==> config.mk <==
export PLATFORM = sky130hd
export DESIGN_NAME = touch_subsystem
export DESIGN_NICKNAME = d
export VERILOG_FILES = /design/src/touch_spi_pkg.sv /design/src/touch_coord_pkg.sv /design/src/touch_sclk_gen.sv /design/src/touch_frame_counter.sv /design/src/touch_cmd_shifter.sv /design/src/touch_resp_shifter.sv /design/src/touch_sample_port.sv /design/src/touchpad_controller.sv /design/src/touch_subsystem.sv
export SDC_FILE = /design/constraint.sdc
export NUM_CORES = 1
export LEC_CHECK = 0
export CAP_MARGIN = 15
export CORE_MARGIN = 3
export CORE_UTILIZATION = 45
export CTS_CLUSTER_DIAMETER = 80
export CTS_CLUSTER_SIZE = 12
export DETAILED_ROUTE_END_ITERATION = 7
export DONT_BUFFER_PORTS = 1
export PLACE_DENSITY = 0.68
export REMOVE_ABC_BUFFERS = 1
export SLEW_MARGIN = 5
export SYNTH_ARGS = -nofsm -noshare
export SYNTH_HDL_FRONTEND = slang
export SYNTH_SLANG_ARGS = --single-unit
export TNS_END_PERCENT = 30
==> constraint.sdc <==
create_clock -name cclk -period 2.5 [get_ports cclk]
set_input_delay 0.125 -clock cclk [delete_from_list [all_inputs] [get_ports cclk]]
set_output_delay 0.125 -clock cclk [all_outputs]
set_load 0.05 [all_outputs]
==> src/touch_spi_pkg.sv <==
`default_nettype none

package touch_spi_pkg;

	// Serial clock half period in cclk cycles
	localparam int unsigned TOUCH_CLK_DIV = 25;

	// Bit slot map of one frame, each slot opens at a falling edge
	localparam int unsigned FRAME_LAST_SLOT = 24;
	localparam int unsigned CMD_LAST_SLOT = 7;
	localparam int unsigned RESP_FIRST_SLOT = 9;
	localparam int unsigned RESP_LAST_SLOT = 20;

	// Frames per channel, only the last conversion is kept
	localparam int unsigned REPETITIONS = 16;

	// Channel address bits A2..A0 of the command byte
	typedef enum logic [2:0] {
		CH_X = 3'b101,
		CH_Y = 3'b001,
		CH_Z = 3'b011
	} touch_channel_e;

	typedef enum logic [2:0] {
		SEQ_IDLE,
		SEQ_FRAME,
		SEQ_NEXT,
		SEQ_HANDOFF,
		SEQ_STALL
	} touch_seq_e;

	// Command byte, MSB goes out first
	typedef struct packed {
		logic           start;
		touch_channel_e channel;
		logic           mode;
		logic           single_ended;
		logic [1:0]     power_down;
	} touch_cmd_t;

endpackage

`default_nettype wire

==> src/touch_coord_pkg.sv <==
`default_nettype none

package touch_coord_pkg;

	// One finished coordinate set
	typedef struct packed {
		logic [11:0] x;
		logic [11:0] y;
		logic [11:0] z;
	} touch_sample_t;

	// Calibration window, raw values below MIN read as 0
	localparam logic [11:0] X_ADJ_MIN = 12'h096;
	localparam logic [11:0] X_ADJ_MAX = 12'hF6E;
	localparam logic [11:0] Y_ADJ_MIN = 12'h12C;
	localparam logic [11:0] Y_ADJ_MAX = 12'hED8;

endpackage

`default_nettype wire

==> src/touch_sclk_gen.sv <==
`default_nettype none

module touch_sclk_gen (
	input  logic cclk,
	input  logic counter_rst,
	input  logic run,
	output logic touch_clk,
	output logic sclk_rise,
	output logic sclk_fall
);
	import touch_spi_pkg::*;

	logic [4:0] div_cnt;
	logic       div_wrap;

	// Last cycle of a half period, touch_clk toggles at its end
	assign div_wrap = run && (div_cnt == 5'(TOUCH_CLK_DIV - 1));

	// Strobes lead the toggle so other blocks switch on the same edge
	assign sclk_rise = div_wrap && !touch_clk;
	assign sclk_fall = div_wrap && touch_clk;

	always_ff @(posedge cclk) begin
		if (counter_rst || !run) begin
			div_cnt <= '0;
			touch_clk <= 1'b0;
		end else if (div_wrap) begin
			div_cnt <= '0;
			touch_clk <= !touch_clk;
		end else begin
			div_cnt <= div_cnt + 5'd1;
		end
	end

endmodule

`default_nettype wire

==> src/touch_frame_counter.sv <==
`default_nettype none

module touch_frame_counter (
	input  logic       cclk,
	input  logic       counter_rst,
	input  logic       run,
	input  logic       sclk_fall,
	output logic [4:0] slot,
	output logic       frame_end
);
	import touch_spi_pkg::*;

	// Low until the first fall strobe of a run, which opens slot 0
	logic armed;

	assign frame_end = sclk_fall && (!armed || (slot == 5'(FRAME_LAST_SLOT)));

	always_ff @(posedge cclk) begin
		if (counter_rst || !run) begin
			slot <= '0;
			armed <= 1'b0;
		end else if (sclk_fall) begin
			armed <= 1'b1;
			if (frame_end) begin
				slot <= '0;
			end else begin
				slot <= slot + 5'd1;
			end
		end
	end

endmodule

`default_nettype wire

==> src/touch_cmd_shifter.sv <==
`default_nettype none

module touch_cmd_shifter (
	input  logic                     cclk,
	input  logic                     counter_rst,
	input  touch_spi_pkg::touch_cmd_t cmd,
	input  logic                     load,
	input  logic                     sclk_fall,
	input  logic [4:0]               slot,
	output logic                     touch_dout
);
	import touch_spi_pkg::*;

	logic [7:0] shreg;
	logic [7:0] out_bits;

	// Load coincides with the fall that opens slot 0
	assign out_bits = load ? cmd : shreg;

	always_ff @(posedge cclk) begin
		if (counter_rst) begin
			shreg <= '0;
			touch_dout <= 1'b0;
		end else if (sclk_fall) begin
			// slot still names the slot that is ending here
			if (load || (slot < 5'(CMD_LAST_SLOT))) begin
				touch_dout <= out_bits[7];
				shreg <= {out_bits[6:0], 1'b0};
			end else begin
				touch_dout <= 1'b0;
			end
		end
	end

endmodule

`default_nettype wire

==> src/touch_resp_shifter.sv <==
`default_nettype none

module touch_resp_shifter (
	input  logic        cclk,
	input  logic        counter_rst,
	input  logic        touch_din,
	input  logic        sclk_rise,
	input  logic [4:0]  slot,
	output logic [11:0] result
);
	import touch_spi_pkg::*;

	logic in_window;

	// Data slots only, the busy slot and idle tail are skipped
	assign in_window = (slot >= 5'(RESP_FIRST_SLOT)) && (slot <= 5'(RESP_LAST_SLOT));

	always_ff @(posedge cclk) begin
		if (counter_rst) begin
			result <= '0;
		end else if (sclk_rise && in_window) begin
			// MSB arrives first
			result <= {result[10:0], touch_din};
		end
	end

endmodule

`default_nettype wire

==> src/touch_sample_port.sv <==
`default_nettype none

module touch_sample_port (
	input  logic                          cclk,
	input  logic                          counter_rst,
	input  logic                          raw_valid,
	input  logic                          sample_ack,
	input  touch_coord_pkg::touch_sample_t raw,
	output touch_coord_pkg::touch_sample_t sample,
	output logic                          sample_req,
	output logic                          port_free
);
	import touch_coord_pkg::*;

	typedef enum logic [1:0] {
		PORT_EMPTY,
		PORT_REQ,
		PORT_DRAIN
	} port_state_e;

	port_state_e   state;
	touch_sample_t calibrated;

	function automatic logic [11:0] calibrate(
		input logic [11:0] value,
		input logic [11:0] adj_min,
		input logic [11:0] adj_max
	);
		logic [11:0] shifted;
		shifted = value - adj_min;
		if (value < adj_min) begin
			return 12'd0;
		end
		return (shifted > adj_max) ? adj_max : shifted;
	endfunction

	assign calibrated.x = calibrate(raw.x, X_ADJ_MIN, X_ADJ_MAX);
	assign calibrated.y = calibrate(raw.y, Y_ADJ_MIN, Y_ADJ_MAX);
	// Pressure is not windowed
	assign calibrated.z = raw.z;

	assign sample_req = (state == PORT_REQ);
	assign port_free = (state == PORT_EMPTY);

	// Four-phase handshake
	always_ff @(posedge cclk) begin
		if (counter_rst) begin
			state <= PORT_EMPTY;
		end else begin
			case (state)
				PORT_EMPTY: begin
					if (raw_valid) begin
						state <= PORT_REQ;
					end
				end
				PORT_REQ: begin
					if (sample_ack) begin
						state <= PORT_DRAIN;
					end
				end
				PORT_DRAIN: begin
					if (!sample_ack) begin
						state <= PORT_EMPTY;
					end
				end
				default: state <= PORT_EMPTY;
			endcase
		end
	end

	// Held until the consumer has released the handshake
	always_ff @(posedge cclk) begin
		if ((state == PORT_EMPTY) && raw_valid) begin
			sample <= calibrated;
		end
	end

endmodule

`default_nettype wire

==> src/touchpad_controller.sv <==
`default_nettype none

module touchpad_controller (
	input  logic                          cclk,
	input  logic                          counter_rst,
	input  logic                          touch_din,
	input  logic                          port_free,
	output logic                          touch_clk,
	output logic                          touch_csb,
	output logic                          touch_dout,
	output logic                          raw_valid,
	output touch_coord_pkg::touch_sample_t raw
);
	import touch_spi_pkg::*;

	touch_seq_e     state;
	touch_channel_e channel;
	logic [3:0]     rep;
	logic           last_rep;
	logic           run;
	logic           sclk_rise;
	logic           sclk_fall;
	logic [4:0]     slot;
	logic           frame_end;
	logic           cmd_load;
	touch_cmd_t     cmd;
	logic [11:0]    result;

	function automatic touch_channel_e next_channel(input touch_channel_e ch);
		case (ch)
			CH_X: return CH_Y;
			CH_Y: return CH_Z;
			default: return CH_X;
		endcase
	endfunction

	// Chip is selected for as long as the serial clock runs
	assign touch_csb = !run;

	assign last_rep = (rep == 4'(REPETITIONS - 1));

	// 12-bit single-ended conversion, power-down bits left at 00
	assign cmd = '{start: 1'b1, channel: channel, mode: 1'b0,
		single_ended: 1'b1, power_down: 2'b00};

	// No new frame when the sweep ends against a busy port
	assign cmd_load = frame_end && !((state == SEQ_HANDOFF) && !port_free);

	touch_sclk_gen sclk_gen_i (
		.cclk        (cclk),
		.counter_rst (counter_rst),
		.run         (run),
		.touch_clk   (touch_clk),
		.sclk_rise   (sclk_rise),
		.sclk_fall   (sclk_fall)
	);

	touch_frame_counter frame_counter_i (
		.cclk        (cclk),
		.counter_rst (counter_rst),
		.run         (run),
		.sclk_fall   (sclk_fall),
		.slot        (slot),
		.frame_end   (frame_end)
	);

	touch_cmd_shifter cmd_shifter_i (
		.cclk        (cclk),
		.counter_rst (counter_rst),
		.cmd         (cmd),
		.load        (cmd_load),
		.sclk_fall   (sclk_fall),
		.slot        (slot),
		.touch_dout  (touch_dout)
	);

	touch_resp_shifter resp_shifter_i (
		.cclk        (cclk),
		.counter_rst (counter_rst),
		.touch_din   (touch_din),
		.sclk_rise   (sclk_rise),
		.slot        (slot),
		.result      (result)
	);

	always_ff @(posedge cclk) begin
		if (counter_rst) begin
			state <= SEQ_IDLE;
			channel <= CH_X;
			rep <= '0;
			run <= 1'b0;
			raw_valid <= 1'b0;
		end else begin
			raw_valid <= 1'b0;
			case (state)
				SEQ_IDLE: begin
					channel <= CH_X;
					rep <= '0;
					run <= 1'b1;
					state <= SEQ_FRAME;
				end
				SEQ_FRAME: begin
					// Fall that opens slot 21, the result is complete
					if (sclk_fall && (slot == 5'(RESP_LAST_SLOT))) begin
						state <= SEQ_NEXT;
					end
				end
				SEQ_NEXT: begin
					if (last_rep) begin
						rep <= '0;
						channel <= next_channel(channel);
						state <= (channel == CH_Z) ? SEQ_HANDOFF : SEQ_FRAME;
					end else begin
						rep <= rep + 4'd1;
						state <= SEQ_FRAME;
					end
				end
				SEQ_HANDOFF: begin
					if (frame_end) begin
						if (port_free) begin
							raw_valid <= 1'b1;
							state <= SEQ_FRAME;
						end else begin
							run <= 1'b0;
							state <= SEQ_STALL;
						end
					end
				end
				SEQ_STALL: begin
					// Stale sweep is dropped, a fresh one starts
					if (port_free) begin
						state <= SEQ_IDLE;
					end
				end
				default: state <= SEQ_IDLE;
			endcase
		end
	end

	// Keep the 16th conversion of each channel
	always_ff @(posedge cclk) begin
		if ((state == SEQ_NEXT) && last_rep) begin
			case (channel)
				CH_X: raw.x <= result;
				CH_Y: raw.y <= result;
				default: raw.z <= result;
			endcase
		end
	end

endmodule

`default_nettype wire

==> src/touch_subsystem.sv <==
`default_nettype none

module touch_subsystem (
	input  logic                          cclk,
	input  logic                          counter_rst,
	input  logic                          touch_din,
	input  logic                          sample_ack,
	output logic                          touch_clk,
	output logic                          touch_csb,
	output logic                          touch_dout,
	output logic                          sample_req,
	output touch_coord_pkg::touch_sample_t sample
);
	import touch_coord_pkg::*;

	touch_sample_t raw;
	logic          raw_valid;
	logic          port_free;

	touchpad_controller controller_i (
		.cclk        (cclk),
		.counter_rst (counter_rst),
		.touch_din   (touch_din),
		.port_free   (port_free),
		.touch_clk   (touch_clk),
		.touch_csb   (touch_csb),
		.touch_dout  (touch_dout),
		.raw_valid   (raw_valid),
		.raw         (raw)
	);

	touch_sample_port sample_port_i (
		.cclk        (cclk),
		.counter_rst (counter_rst),
		.raw_valid   (raw_valid),
		.sample_ack  (sample_ack),
		.raw         (raw),
		.sample      (sample),
		.sample_req  (sample_req),
		.port_free   (port_free)
	);

endmodule

`default_nettype wire

==> impl_table.tex, run 1 <==
\begin{tabular}{lr}
\hline
Metric & Value \\
\hline
\multicolumn{2}{l}{\textbf{Worst hold path}} \\
\quad Path category of the worst min-delay check & reg -> reg \\
\quad Hold Path Cell Cnt & 0 \\
\multicolumn{2}{l}{\textbf{Critical path}} \\
\quad Worst reg2reg path depth & 7 \\
\quad Crit path arrival time & about 2.5 ns \\
\quad Kind of end point of the critical path & flip-flop \\
\quad Origin of the critical flop-to-flop path & controller\_i.raw[26] \\
\quad Critical path launch point & controller\_i.raw[26] \\
\quad Delay of the slowest critical-path stage & around 0.48 ns \\
\quad Category of the worst setup path launch point & flip-flop \\
\quad List of cells traversed by the critical path & ha\_2, nor4\_1, a22oi\_1, a2111oi\_2, a21o\_1, nand3\_1, and3\_1 \\
\quad Critical path data required time & between 2 and 3 ns \\
\quad Crit path capture & sample\_port\_i.sample[31] \\
\quad Critical-path top delay cell & sky130\_fd\_sc\_hd\_\_edfxtp\_1 \\
\quad Worst R2R End & sample\_port\_i.sample[31] \\
\quad FF-to-FF setup slack & between 0.15 and 0.2 ns \\
\quad CP max FO & 9 \\
\quad Type of the setup path with the least slack & reg -> reg \\
\multicolumn{2}{l}{\textbf{Final layout}} \\
\quad Fin nets & 488 \\
\quad Antenna diode instance count & 0 \\
\quad Layout cell share with drive strength beyond 1 & 0.113 \\
\quad Area overhead of the layout relative to synthesis & 15.3\% \\
\quad Total of fill cells in the finished design & between 900 and 1k \\
\quad Number of standard cells in the layout, taps in and fillers out & 628 \\
\quad Final Core Density & 0.533 \\
\multicolumn{2}{l}{\textbf{Routing}} \\
\quad DRT Pass-1 Iters & 5 \\
\quad Sum of met2 wire segment lengths after detailed routing & about 4.7 mm \\
\quad Sum of routed wire length over all layers & between 9 and 10 mm \\
\quad Wire length per cell after detailed routing & $\sim$15 um \\
\quad Met1 routed wirelength after detailed routing & between 4 and 5 mm \\
\quad Overall via count from detail\_route & between 3k and 4k \\
\quad Detailed Route Iter0 Violations & 190 \\
\quad Residual DRC & 0 \\
\quad Remaining antenna violation count & 0 \\
\quad Per-cell via count in the routed design & roughly 5.4 \\
\quad Detailed route wirelength on metal3 & 391 um \\
\quad Max Used Layer & met4 \\
\multicolumn{2}{l}{\textbf{Pwr}} \\
\quad Logic gate share of total power & 0.018 \\
\quad Post-route total power & approximately 4.3 mW \\
\quad Internal Dissipation & 3.47 mW \\
\quad Power Dens Cells & approximately 740 nW/um\^{}2 \\
\quad Clk pwr share & 0.516 \\
\quad Reported net switching power & $\sim$0.86 mW \\
\quad Share of total power in sequential cells & 0.466 \\
\quad Leakage & roughly 2.1 nW \\
\quad Switching part of the total power & 0.199 \\
\quad Largest vdd supply drop & 0.410 mV \\
\multicolumn{2}{l}{\textbf{STA}} \\
\quad Unrepaired setup endpoints after global routing & false \\
\quad Number of slew-limit violations in the final report & 0 \\
\quad Final setup vio count & 0 \\
\quad Aggregate negative setup slack & 0 ns \\
\quad Setup skew after layout & around 0.011 ns \\
\quad Portion of the clock cycle consumed by the worst path in the final layout & 0.938 \\
\quad Slew margin rel. & 0.633 \\
\quad Final hold violation count & 0 \\
\quad Fmax & around 430 MHz \\
\quad Post-route minimum period & between 2 and 2.5 ns \\
\quad Slew at the pin closest to its max-slew limit & roughly 0.55 ns \\
\multicolumn{2}{l}{\textbf{Global route}} \\
\quad Maximum number of pins on one net before global-route repair & 38 \\
\quad Wire length of the first global-routing pass & around 16 mm \\
\quad Congestion Overflow GR & 0 \\
\quad Antenna violations before repair & 0 \\
\quad GRT Overall Usage & 0.158 \\
\quad Number of global-route vias before repair & 3246 \\
\multicolumn{2}{l}{\textbf{Clocking}} \\
\quad Root cell of the clock tree & sky130\_fd\_sc\_hd\_\_clkbuf\_16 \\
\quad Clock buffer depth & 2 \\
\quad CTS tree & built \\
\quad Worst-Skew Late Latency & around 0.40 ns \\
\quad Sink Count & 115 \\
\quad CTS H-tree depth & 4 \\
\quad Clock-pin slew of the registers on the worst-case setup and hold paths & 0.05 ns \\
\quad CTS Buf Count & 17 \\
\quad Number of buffers inserted to repair setup after CTS & 0 \\
\multicolumn{2}{l}{\textbf{Logic synthesis}} \\
\quad Number of warnings reported in the yosys synthesis log & 0 \\
\quad Most numerous cell types in the synthesized netlist & 72 x sky130\_fd\_sc\_hd\_\_edfxtp\_1, 65 x sky130\_fd\_sc\_hd\_\_nor2\_1, 43 x sky130\_fd\_sc\_hd\_\_dfxtp\_1 \\
\quad Post-synthesis cell type with the largest combined area & sky130\_fd\_sc\_hd\_\_edfxtp\_1 \\
\quad Seq cells post-synth & $\sim$120 \\
\quad Count of flip-flops with a built-in enable after synthesis & $\sim$70 \\
\quad Dominant register cell in the synthesized netlist & sky130\_fd\_sc\_hd\_\_edfxtp\_1 \\
\quad Proportion of synthesized chip area in sequential cells & 0.598 \\
\quad Area of the mapped netlist & slightly above 5000 um\^{}2 \\
\quad Number of different library cells in the post-synthesis netlist & 55 \\
\quad Fraction of registers with async set or reset after synthesis & 0 \\
\quad Area share of the largest cell type after synthesis & 0.427 \\
\quad Cell with the most instances after synthesis & sky130\_fd\_sc\_hd\_\_edfxtp\_1 \\
\quad Most area-consuming cells after synthesis & sky130\_fd\_sc\_hd\_\_edfxtp\_1 43\%, sky130\_fd\_sc\_hd\_\_dfxtp\_1 17\%, sky130\_fd\_sc\_hd\_\_nor2\_1 4.8\% \\
\quad Cell count after synthesis & 464 \\
\quad Average instance area after synthesis & roughly 11 um\^{}2 \\
\multicolumn{2}{l}{\textbf{Die}} \\
\quad Floorplan die area & about 13000 um\^{}2 \\
\quad Count of boundary I/O pins & 44 \\
\quad Initial standard-cell utilization of the core & 0.463 \\
\quad Die Height & 112 um \\
\quad Floorplan Core Area & 10900 um\^{}2 \\
\quad DIE WIDTH & $\sim$110 um \\
\quad Row count & 38 \\
\multicolumn{2}{l}{\textbf{Placement}} \\
\quad Count of buffers from port buffering & 0 \\
\quad Final weighted congestion of routability-driven global placement & roughly 0.90 \\
\quad DP Cell Count & between 500 and 600 \\
\quad HPWL reported at the end of detailed placement & around 6.5 mm \\
\multicolumn{2}{l}{\textbf{Flow run}} \\
\quad Maximum capacitance violations & 0 \\
\multicolumn{2}{l}{\textbf{Run status}} \\
\quad Result of the run & completed \\
\hline
\end{tabular}
==> final cells by class <==
class | instances | area, um^2 | share of cell area
Clock buffer | 19 | 433 | 0.0742
Tap cell | 140 | 175 | 0.0300
Timing Repair Buffer | 18 | 150 | 0.0258
Multi-Input combinational cell | 307 | 1870 | 0.321
Inverter | 16 | 61.3 | 0.0105
Clock inverter | 13 | 118 | 0.0202
Sequential cell | 115 | 3020 | 0.518
==> flip-flops by register name (all words and copies together), names as in the netlist <==
name	count
sample_port_i.state	2
sample_port_i.sample	36
controller_i.cmd_shifter_i.shreg	5
controller_i.sclk_gen_i.div_cnt	5
controller_i.rep	4
controller_i.cmd_shifter_i.touch_dout	1
controller_i.channel	2
controller_i.raw_valid	1
controller_i.frame_counter_i.armed	1
controller_i.resp_shifter_i.result	12
controller_i.sclk_gen_i.touch_clk	1
controller_i.raw	36
controller_i.run	1
controller_i.frame_counter_i.slot	5
controller_i.state	3
==> stage by stage <==
step | instance area (um^2) | setup WS, ns | hold WS, ns
global placement | 5230 | 0.247 | 0.201
CTS | 5810 | 0.117 | 0.417
finish | 5830 | 0.155 | 0.416
detailed placement | 5230 | 0.117 | 0.204
floorplan | 4950 | 0.276 | 0.194
global route | 5830 | 0.0338 | 0.427
==> worst min path at each step <==
| stage | slack, ns | start | endpoint |
|---|---|---|---|
| floorplan | 0.19 | counter_rst | controller_i.cmd_shifter_i.shreg[3] |
| global placement | 0.20 | counter_rst | controller_i.cmd_shifter_i.shreg[3] |
| detailed placement | 0.20 | counter_rst | controller_i.cmd_shifter_i.touch_dout |
| CTS | 0.42 | controller_i.raw[3] | sample_port_i.sample[3] |
| global route | 0.43 | controller_i.raw[3] | sample_port_i.sample[3] |
| finish | 0.42 | controller_i.raw[3] | sample_port_i.sample[3] |
==> critical path, delay by kind of cell, from the launching register on <==
| kind | cells | cell delay, ns |
|---|---|---|
| AO/OA/AOI/OAI | 3 | 0.71 |
| adder cells (fa/ha/maj) | 1 | 0.28 |
| flip-flops | 1 | 0.48 |
| AND/OR/NAND/NOR | 3 | 0.61 |
==> routing by layer <==
layer | global-route usage | vias to the layer above
met2 | 0.249 | 93
met4 | 0.0785 | 0
li1 | - | 1707
met3 | 0.0453 | 15
met1 | 0.200 | 1602
met5 | 0 | -
==> power groups by stage <==
stage,Combinational (mW),Sequential [mW],Clock (mW)
after floorplan,0.0546,2.05,0
after global placement,0.0628,2.06,0
after detailed placement,0.0649,2.06,0
after CTS,0.0766,2.02,2.27
after global routing,0.0882,2.02,2.36
final,0.0790,2.02,2.24
==> layout by cell type (no fill, tap or decap), types with 12 or more instances in the layout <==
cell type / n
sky130_fd_sc_hd__a21oi_1: 31
sky130_fd_sc_hd__buf_4: 14
sky130_fd_sc_hd__clkbuf_16: 17
sky130_fd_sc_hd__dfxtp_1: 43
sky130_fd_sc_hd__edfxtp_1: 72
sky130_fd_sc_hd__inv_1: 15
sky130_fd_sc_hd__mux2i_1: 14
sky130_fd_sc_hd__nand2_1: 40
sky130_fd_sc_hd__nand3_1: 12
sky130_fd_sc_hd__nor2_1: 65
sky130_fd_sc_hd__xnor2_1: 12
==> what timing repair did <==
| action | 4_1_cts | 5_1_grt |
|---|---|---|
| hold endpoints to repair | 41 | 0 |
| gates resized for setup | 0 | 2 |
| hold buffers | 3 | 0 |
| setup endpoints to repair | 0 | 6 |
==> cell families (layout without fill, tap and decap cells) <==
kind of cell,count (synthesis),count (layout),share of synthesized area
AND/OR/NAND/NOR,178,178,0.171
buffers and inverters,42,66,0.0331
AO/OA/AOI/OAI,85,85,0.111
flip-flops,115,115,0.598
adder cells (fa/ha/maj),9,9,0.0223
multiplexers,16,16,0.0322
XOR/XNOR,19,19,0.0329
Power figures use the tool's default switching activity.
==> run 2: changes to the inputs <==
--- a/config.mk
+++ b/config.mk
@@ -12,6 +12,7 @@
 export CTS_CLUSTER_SIZE = 12
 export DETAILED_ROUTE_END_ITERATION = 7
 export DONT_BUFFER_PORTS = 1
+export MAX_ROUTING_LAYER = met4
 export PLACE_DENSITY = 0.68
 export REMOVE_ABC_BUFFERS = 1
 export SLEW_MARGIN = 5
==> impl_table.tex, run 2 (same netlist as run 1, synthesis figures left out) <==
\begin{tabular}{lr}
\hline
Metric & Value \\
\hline
\multicolumn{2}{l}{\textbf{Clocking}} \\
\quad CTS Buf Count & 17 (unchanged) \\
\quad Post\_cts resized & 0 (unchanged) \\
\quad Clock buffer depth & 2 (unchanged) \\
\quad CTS tree & built \\
\quad Worst-Skew Late Latency & 0.40 ns (about the same) \\
\quad CTS H-tree depth & 4 (unchanged) \\
\quad Clock-pin slew of the registers on the worst-case setup and hold paths & 0.05 ns (about the same) \\
\quad Number of buffers inserted to repair setup after CTS & 0 (unchanged) \\
\quad Root cell of the clock tree & sky130\_fd\_sc\_hd\_\_clkbuf\_16 \\
\quad Cts-stage hold buffer count & 3 (unchanged) \\
\quad Sink Count & 115 (unchanged) \\
\multicolumn{2}{l}{\textbf{Final layout}} \\
\quad Antenna diode instance count & 0 (unchanged) \\
\quad Layout cell share with drive strength beyond 1 & 0.117 (+0.00386) \\
\quad Number of standard cells in the layout, taps in and fillers out & 629 (+0.16\%) \\
\quad Commonest cells after routing, fill and taps aside & 72 x sky130\_fd\_sc\_hd\_\_edfxtp\_1, 65 x sky130\_fd\_sc\_hd\_\_nor2\_1, 43 x sky130\_fd\_sc\_hd\_\_dfxtp\_1 \\
\quad Area overhead of the layout relative to synthesis & 16.6\% \\
\quad Fin nets & 489 (+0.20\%) \\
\quad Top Registers & controller\_i.raw x36, sample\_port\_i.sample x36, controller\_i.resp\_shifter\_i.result x12 \\
\quad Leading cell type in the layout, fill and taps excluded & sky130\_fd\_sc\_hd\_\_edfxtp\_1 \\
\multicolumn{2}{l}{\textbf{Die}} \\
\quad Floorplan die area & 12500 um\^{}2 (unchanged) \\
\quad Floorplan Core Area & 10900 um\^{}2 (unchanged) \\
\quad Initial standard-cell utilization of the core & 0.463 (unchanged) \\
\quad Row count & 38 (unchanged) \\
\quad Count of boundary I/O pins & 44 (unchanged) \\
\quad Die Height & 112 um (unchanged) \\
\quad DIE WIDTH & 112 um (unchanged) \\
\multicolumn{2}{l}{\textbf{Critical path}} \\
\quad Critical path data required time & 2.65 ns (about the same) \\
\quad Worst reg2reg path depth & 8 (+1) \\
\quad Number of logic stages on the critical path including buffering & 8 (+1) \\
\quad Crit-path leading delay family & compound AO/OA/AOI/OAI gates \\
\quad Category of the worst setup path launch point & flip-flop \\
\quad CP max FO & 7 (-2) \\
\quad Kind of end point of the critical path & flip-flop \\
\quad List of cells traversed by the critical path & ha\_1, buf\_4, o21ai\_0, nand2\_1, a31oi\_1, a21o\_1, nand3\_1, and3\_1 \\
\quad Critical-path top delay cell & sky130\_fd\_sc\_hd\_\_edfxtp\_1 \\
\quad Buf+Inv Stages, Crit Path & 1 (+1) \\
\quad Delay of the slowest critical-path stage & 0.48 ns (about the same) \\
\quad Type of the setup path with the least slack & reg -> reg \\
\quad Crit path arrival time & 2.45 ns (-0.05 ns) \\
\multicolumn{2}{l}{\textbf{Pwr}} \\
\quad Post-route total power & 4.58 mW (+5.5\%) \\
\quad Leakage & 2.15 nW (+1.6\%) \\
\quad Largest vdd supply drop & 0.425 mV (+3.6\%) \\
\quad Power Dens Cells & 776 nW/um\^{}2 (+4.3\%) \\
\multicolumn{2}{l}{\textbf{Routing}} \\
\quad Sum of routed wire length over all layers & 9.20 mm (-2.9\%) \\
\quad Overall via count from detail\_route & 3407 (-0.29\%) \\
\quad Residual DRC & 0 (unchanged) \\
\quad Wire length per cell after detailed routing & 14.6 um (-3.0\%) \\
\quad DRT Pass-1 Iters & 5 (unchanged) \\
\quad Detailed Route Iter0 Violations & 197 (+3.7\%) \\
\quad Per-cell via count in the routed design & 5.42 (-0.45\%) \\
\quad Remaining antenna violation count & 0 (unchanged) \\
\multicolumn{2}{l}{\textbf{Placement}} \\
\quad Final weighted congestion of routability-driven global placement & 0.889 (-0.69\%) \\
\quad Post-Place Worst Slack & 0.232 ns (+0.115 ns) \\
\quad HPWL reported at the end of detailed placement & 6.35 mm (-1.9\%) \\
\quad DP Cell Count & 593 (+0.17\%) \\
\quad Count of buffers from port buffering & 0 (unchanged) \\
\multicolumn{2}{l}{\textbf{STA}} \\
\quad Final hold violation count & 0 (unchanged) \\
\quad Setup skew after layout & 0.00659 ns (-0.00489 ns) \\
\quad Portion of the clock cycle consumed by the worst path in the final layout & 0.921 (-0.0169) \\
\quad Aggregate negative setup slack & 0 ns (unchanged) \\
\quad Unrepaired setup endpoints after global routing & false \\
\quad Fmax & 434 MHz (+1.8\%) \\
\quad Post-route minimum period & 2.30 ns (-0.0423 ns) \\
\quad Slew margin rel. & 0.575 (-0.0584) \\
\quad Slew at the pin closest to its max-slew limit & 0.636 ns (+0.0856 ns) \\
\quad Setup ws final & 0.197 ns (+0.0423 ns) \\
\quad Final setup vio count & 0 (unchanged) \\
\quad Hold slack & 0.415 ns (-0.000923 ns) \\
\quad Number of slew-limit violations in the final report & 0 (unchanged) \\
\multicolumn{2}{l}{\textbf{Run status}} \\
\quad Result of the run & completed \\
\multicolumn{2}{l}{\textbf{Global route}} \\
\quad Congestion Overflow GR & 0 (unchanged) \\
\quad Wire length of the first global-routing pass & 15.6 mm (-1.5\%) \\
\quad Antenna violations before repair & 0 (unchanged) \\
\quad GRT Overall Usage & 0.159 (+0.00158) \\
\quad Number of global-route vias before repair & 3287 (+1.3\%) \\
\quad Maximum number of pins on one net before global-route repair & 38 (unchanged) \\
\multicolumn{2}{l}{\textbf{Worst hold path}} \\
\quad Hold Path Cell Cnt & 0 (unchanged) \\
\quad Path category of the worst min-delay check & reg -> reg \\
\multicolumn{2}{l}{\textbf{Flow run}} \\
\quad Maximum capacitance violations & 0 (unchanged) \\
\hline
\end{tabular}
-- run 2: cell types whose count changed in the layout (fill, tap and decap cells not counted), sizes merged --
cell    previous run  this run
clkbuf            19        18
buf               15        16
bufinv             2         4
inv               15        17
clkinv             9         6
-- run 2: through the flow --
step	cell area, um^2	util
2_1_floorplan	4950	-
3_3_place_gp	5240	0.479
4_1_cts	5880	0.538
5_1_grt	5900	0.539
3_5_place_dp	5240	0.479
6_report	5900	0.539
-- run 2: final cells by class --
| cell class | count | area [um^2] |
|---|---|---|
| tap | 140 | 175 |
| inverter | 16 | 61.3 |
| clock buffer | 18 | 429 |
| multi-input combinational | 307 | 1870 |
| timing repair buffer | 19 | 158 |
| sequential | 115 | 3020 |
| fill | 941 | 5040 |
| clock inverter | 14 | 185 |
-- run 2: layer usage --
| layer | global-route usage | routed length (um) | vias to the layer above |
|---|---|---|---|
| met5 | - | 0 | - |
| met4 | 0.0705 | 116 | 0 |
| met3 | 0.0458 | 296 | 8 |
| met2 | 0.253 | 4590 | 70 |
| met1 | 0.191 | 4190 | 1625 |
| li1 | - | - | 1704 |
-- run 2: worst paths after layout --
check / start / end / slack (ns)
worst max-delay path: controller_i.raw[26] / sample_port_i.sample[31] / 0.20
worst min-delay path: controller_i.raw[10] / sample_port_i.sample[10] / 0.42
worst max register to register: controller_i.raw[26] / sample_port_i.sample[31] / 0.20
worst min register to register: controller_i.raw[10] / sample_port_i.sample[10] / 0.42
-- run 2: where the power goes --
| part | switching, mW | internal (mW) | leakage, nW |
|---|---|---|---|
| combinational | 0.0516 | 0.0280 | 0.855 |
| clock | 0.814 | 1.66 | 0.289 |
| sequential | 0.0163 | 2.00 | 1.00 |
| total | 0.882 | 3.69 | 2.15 |
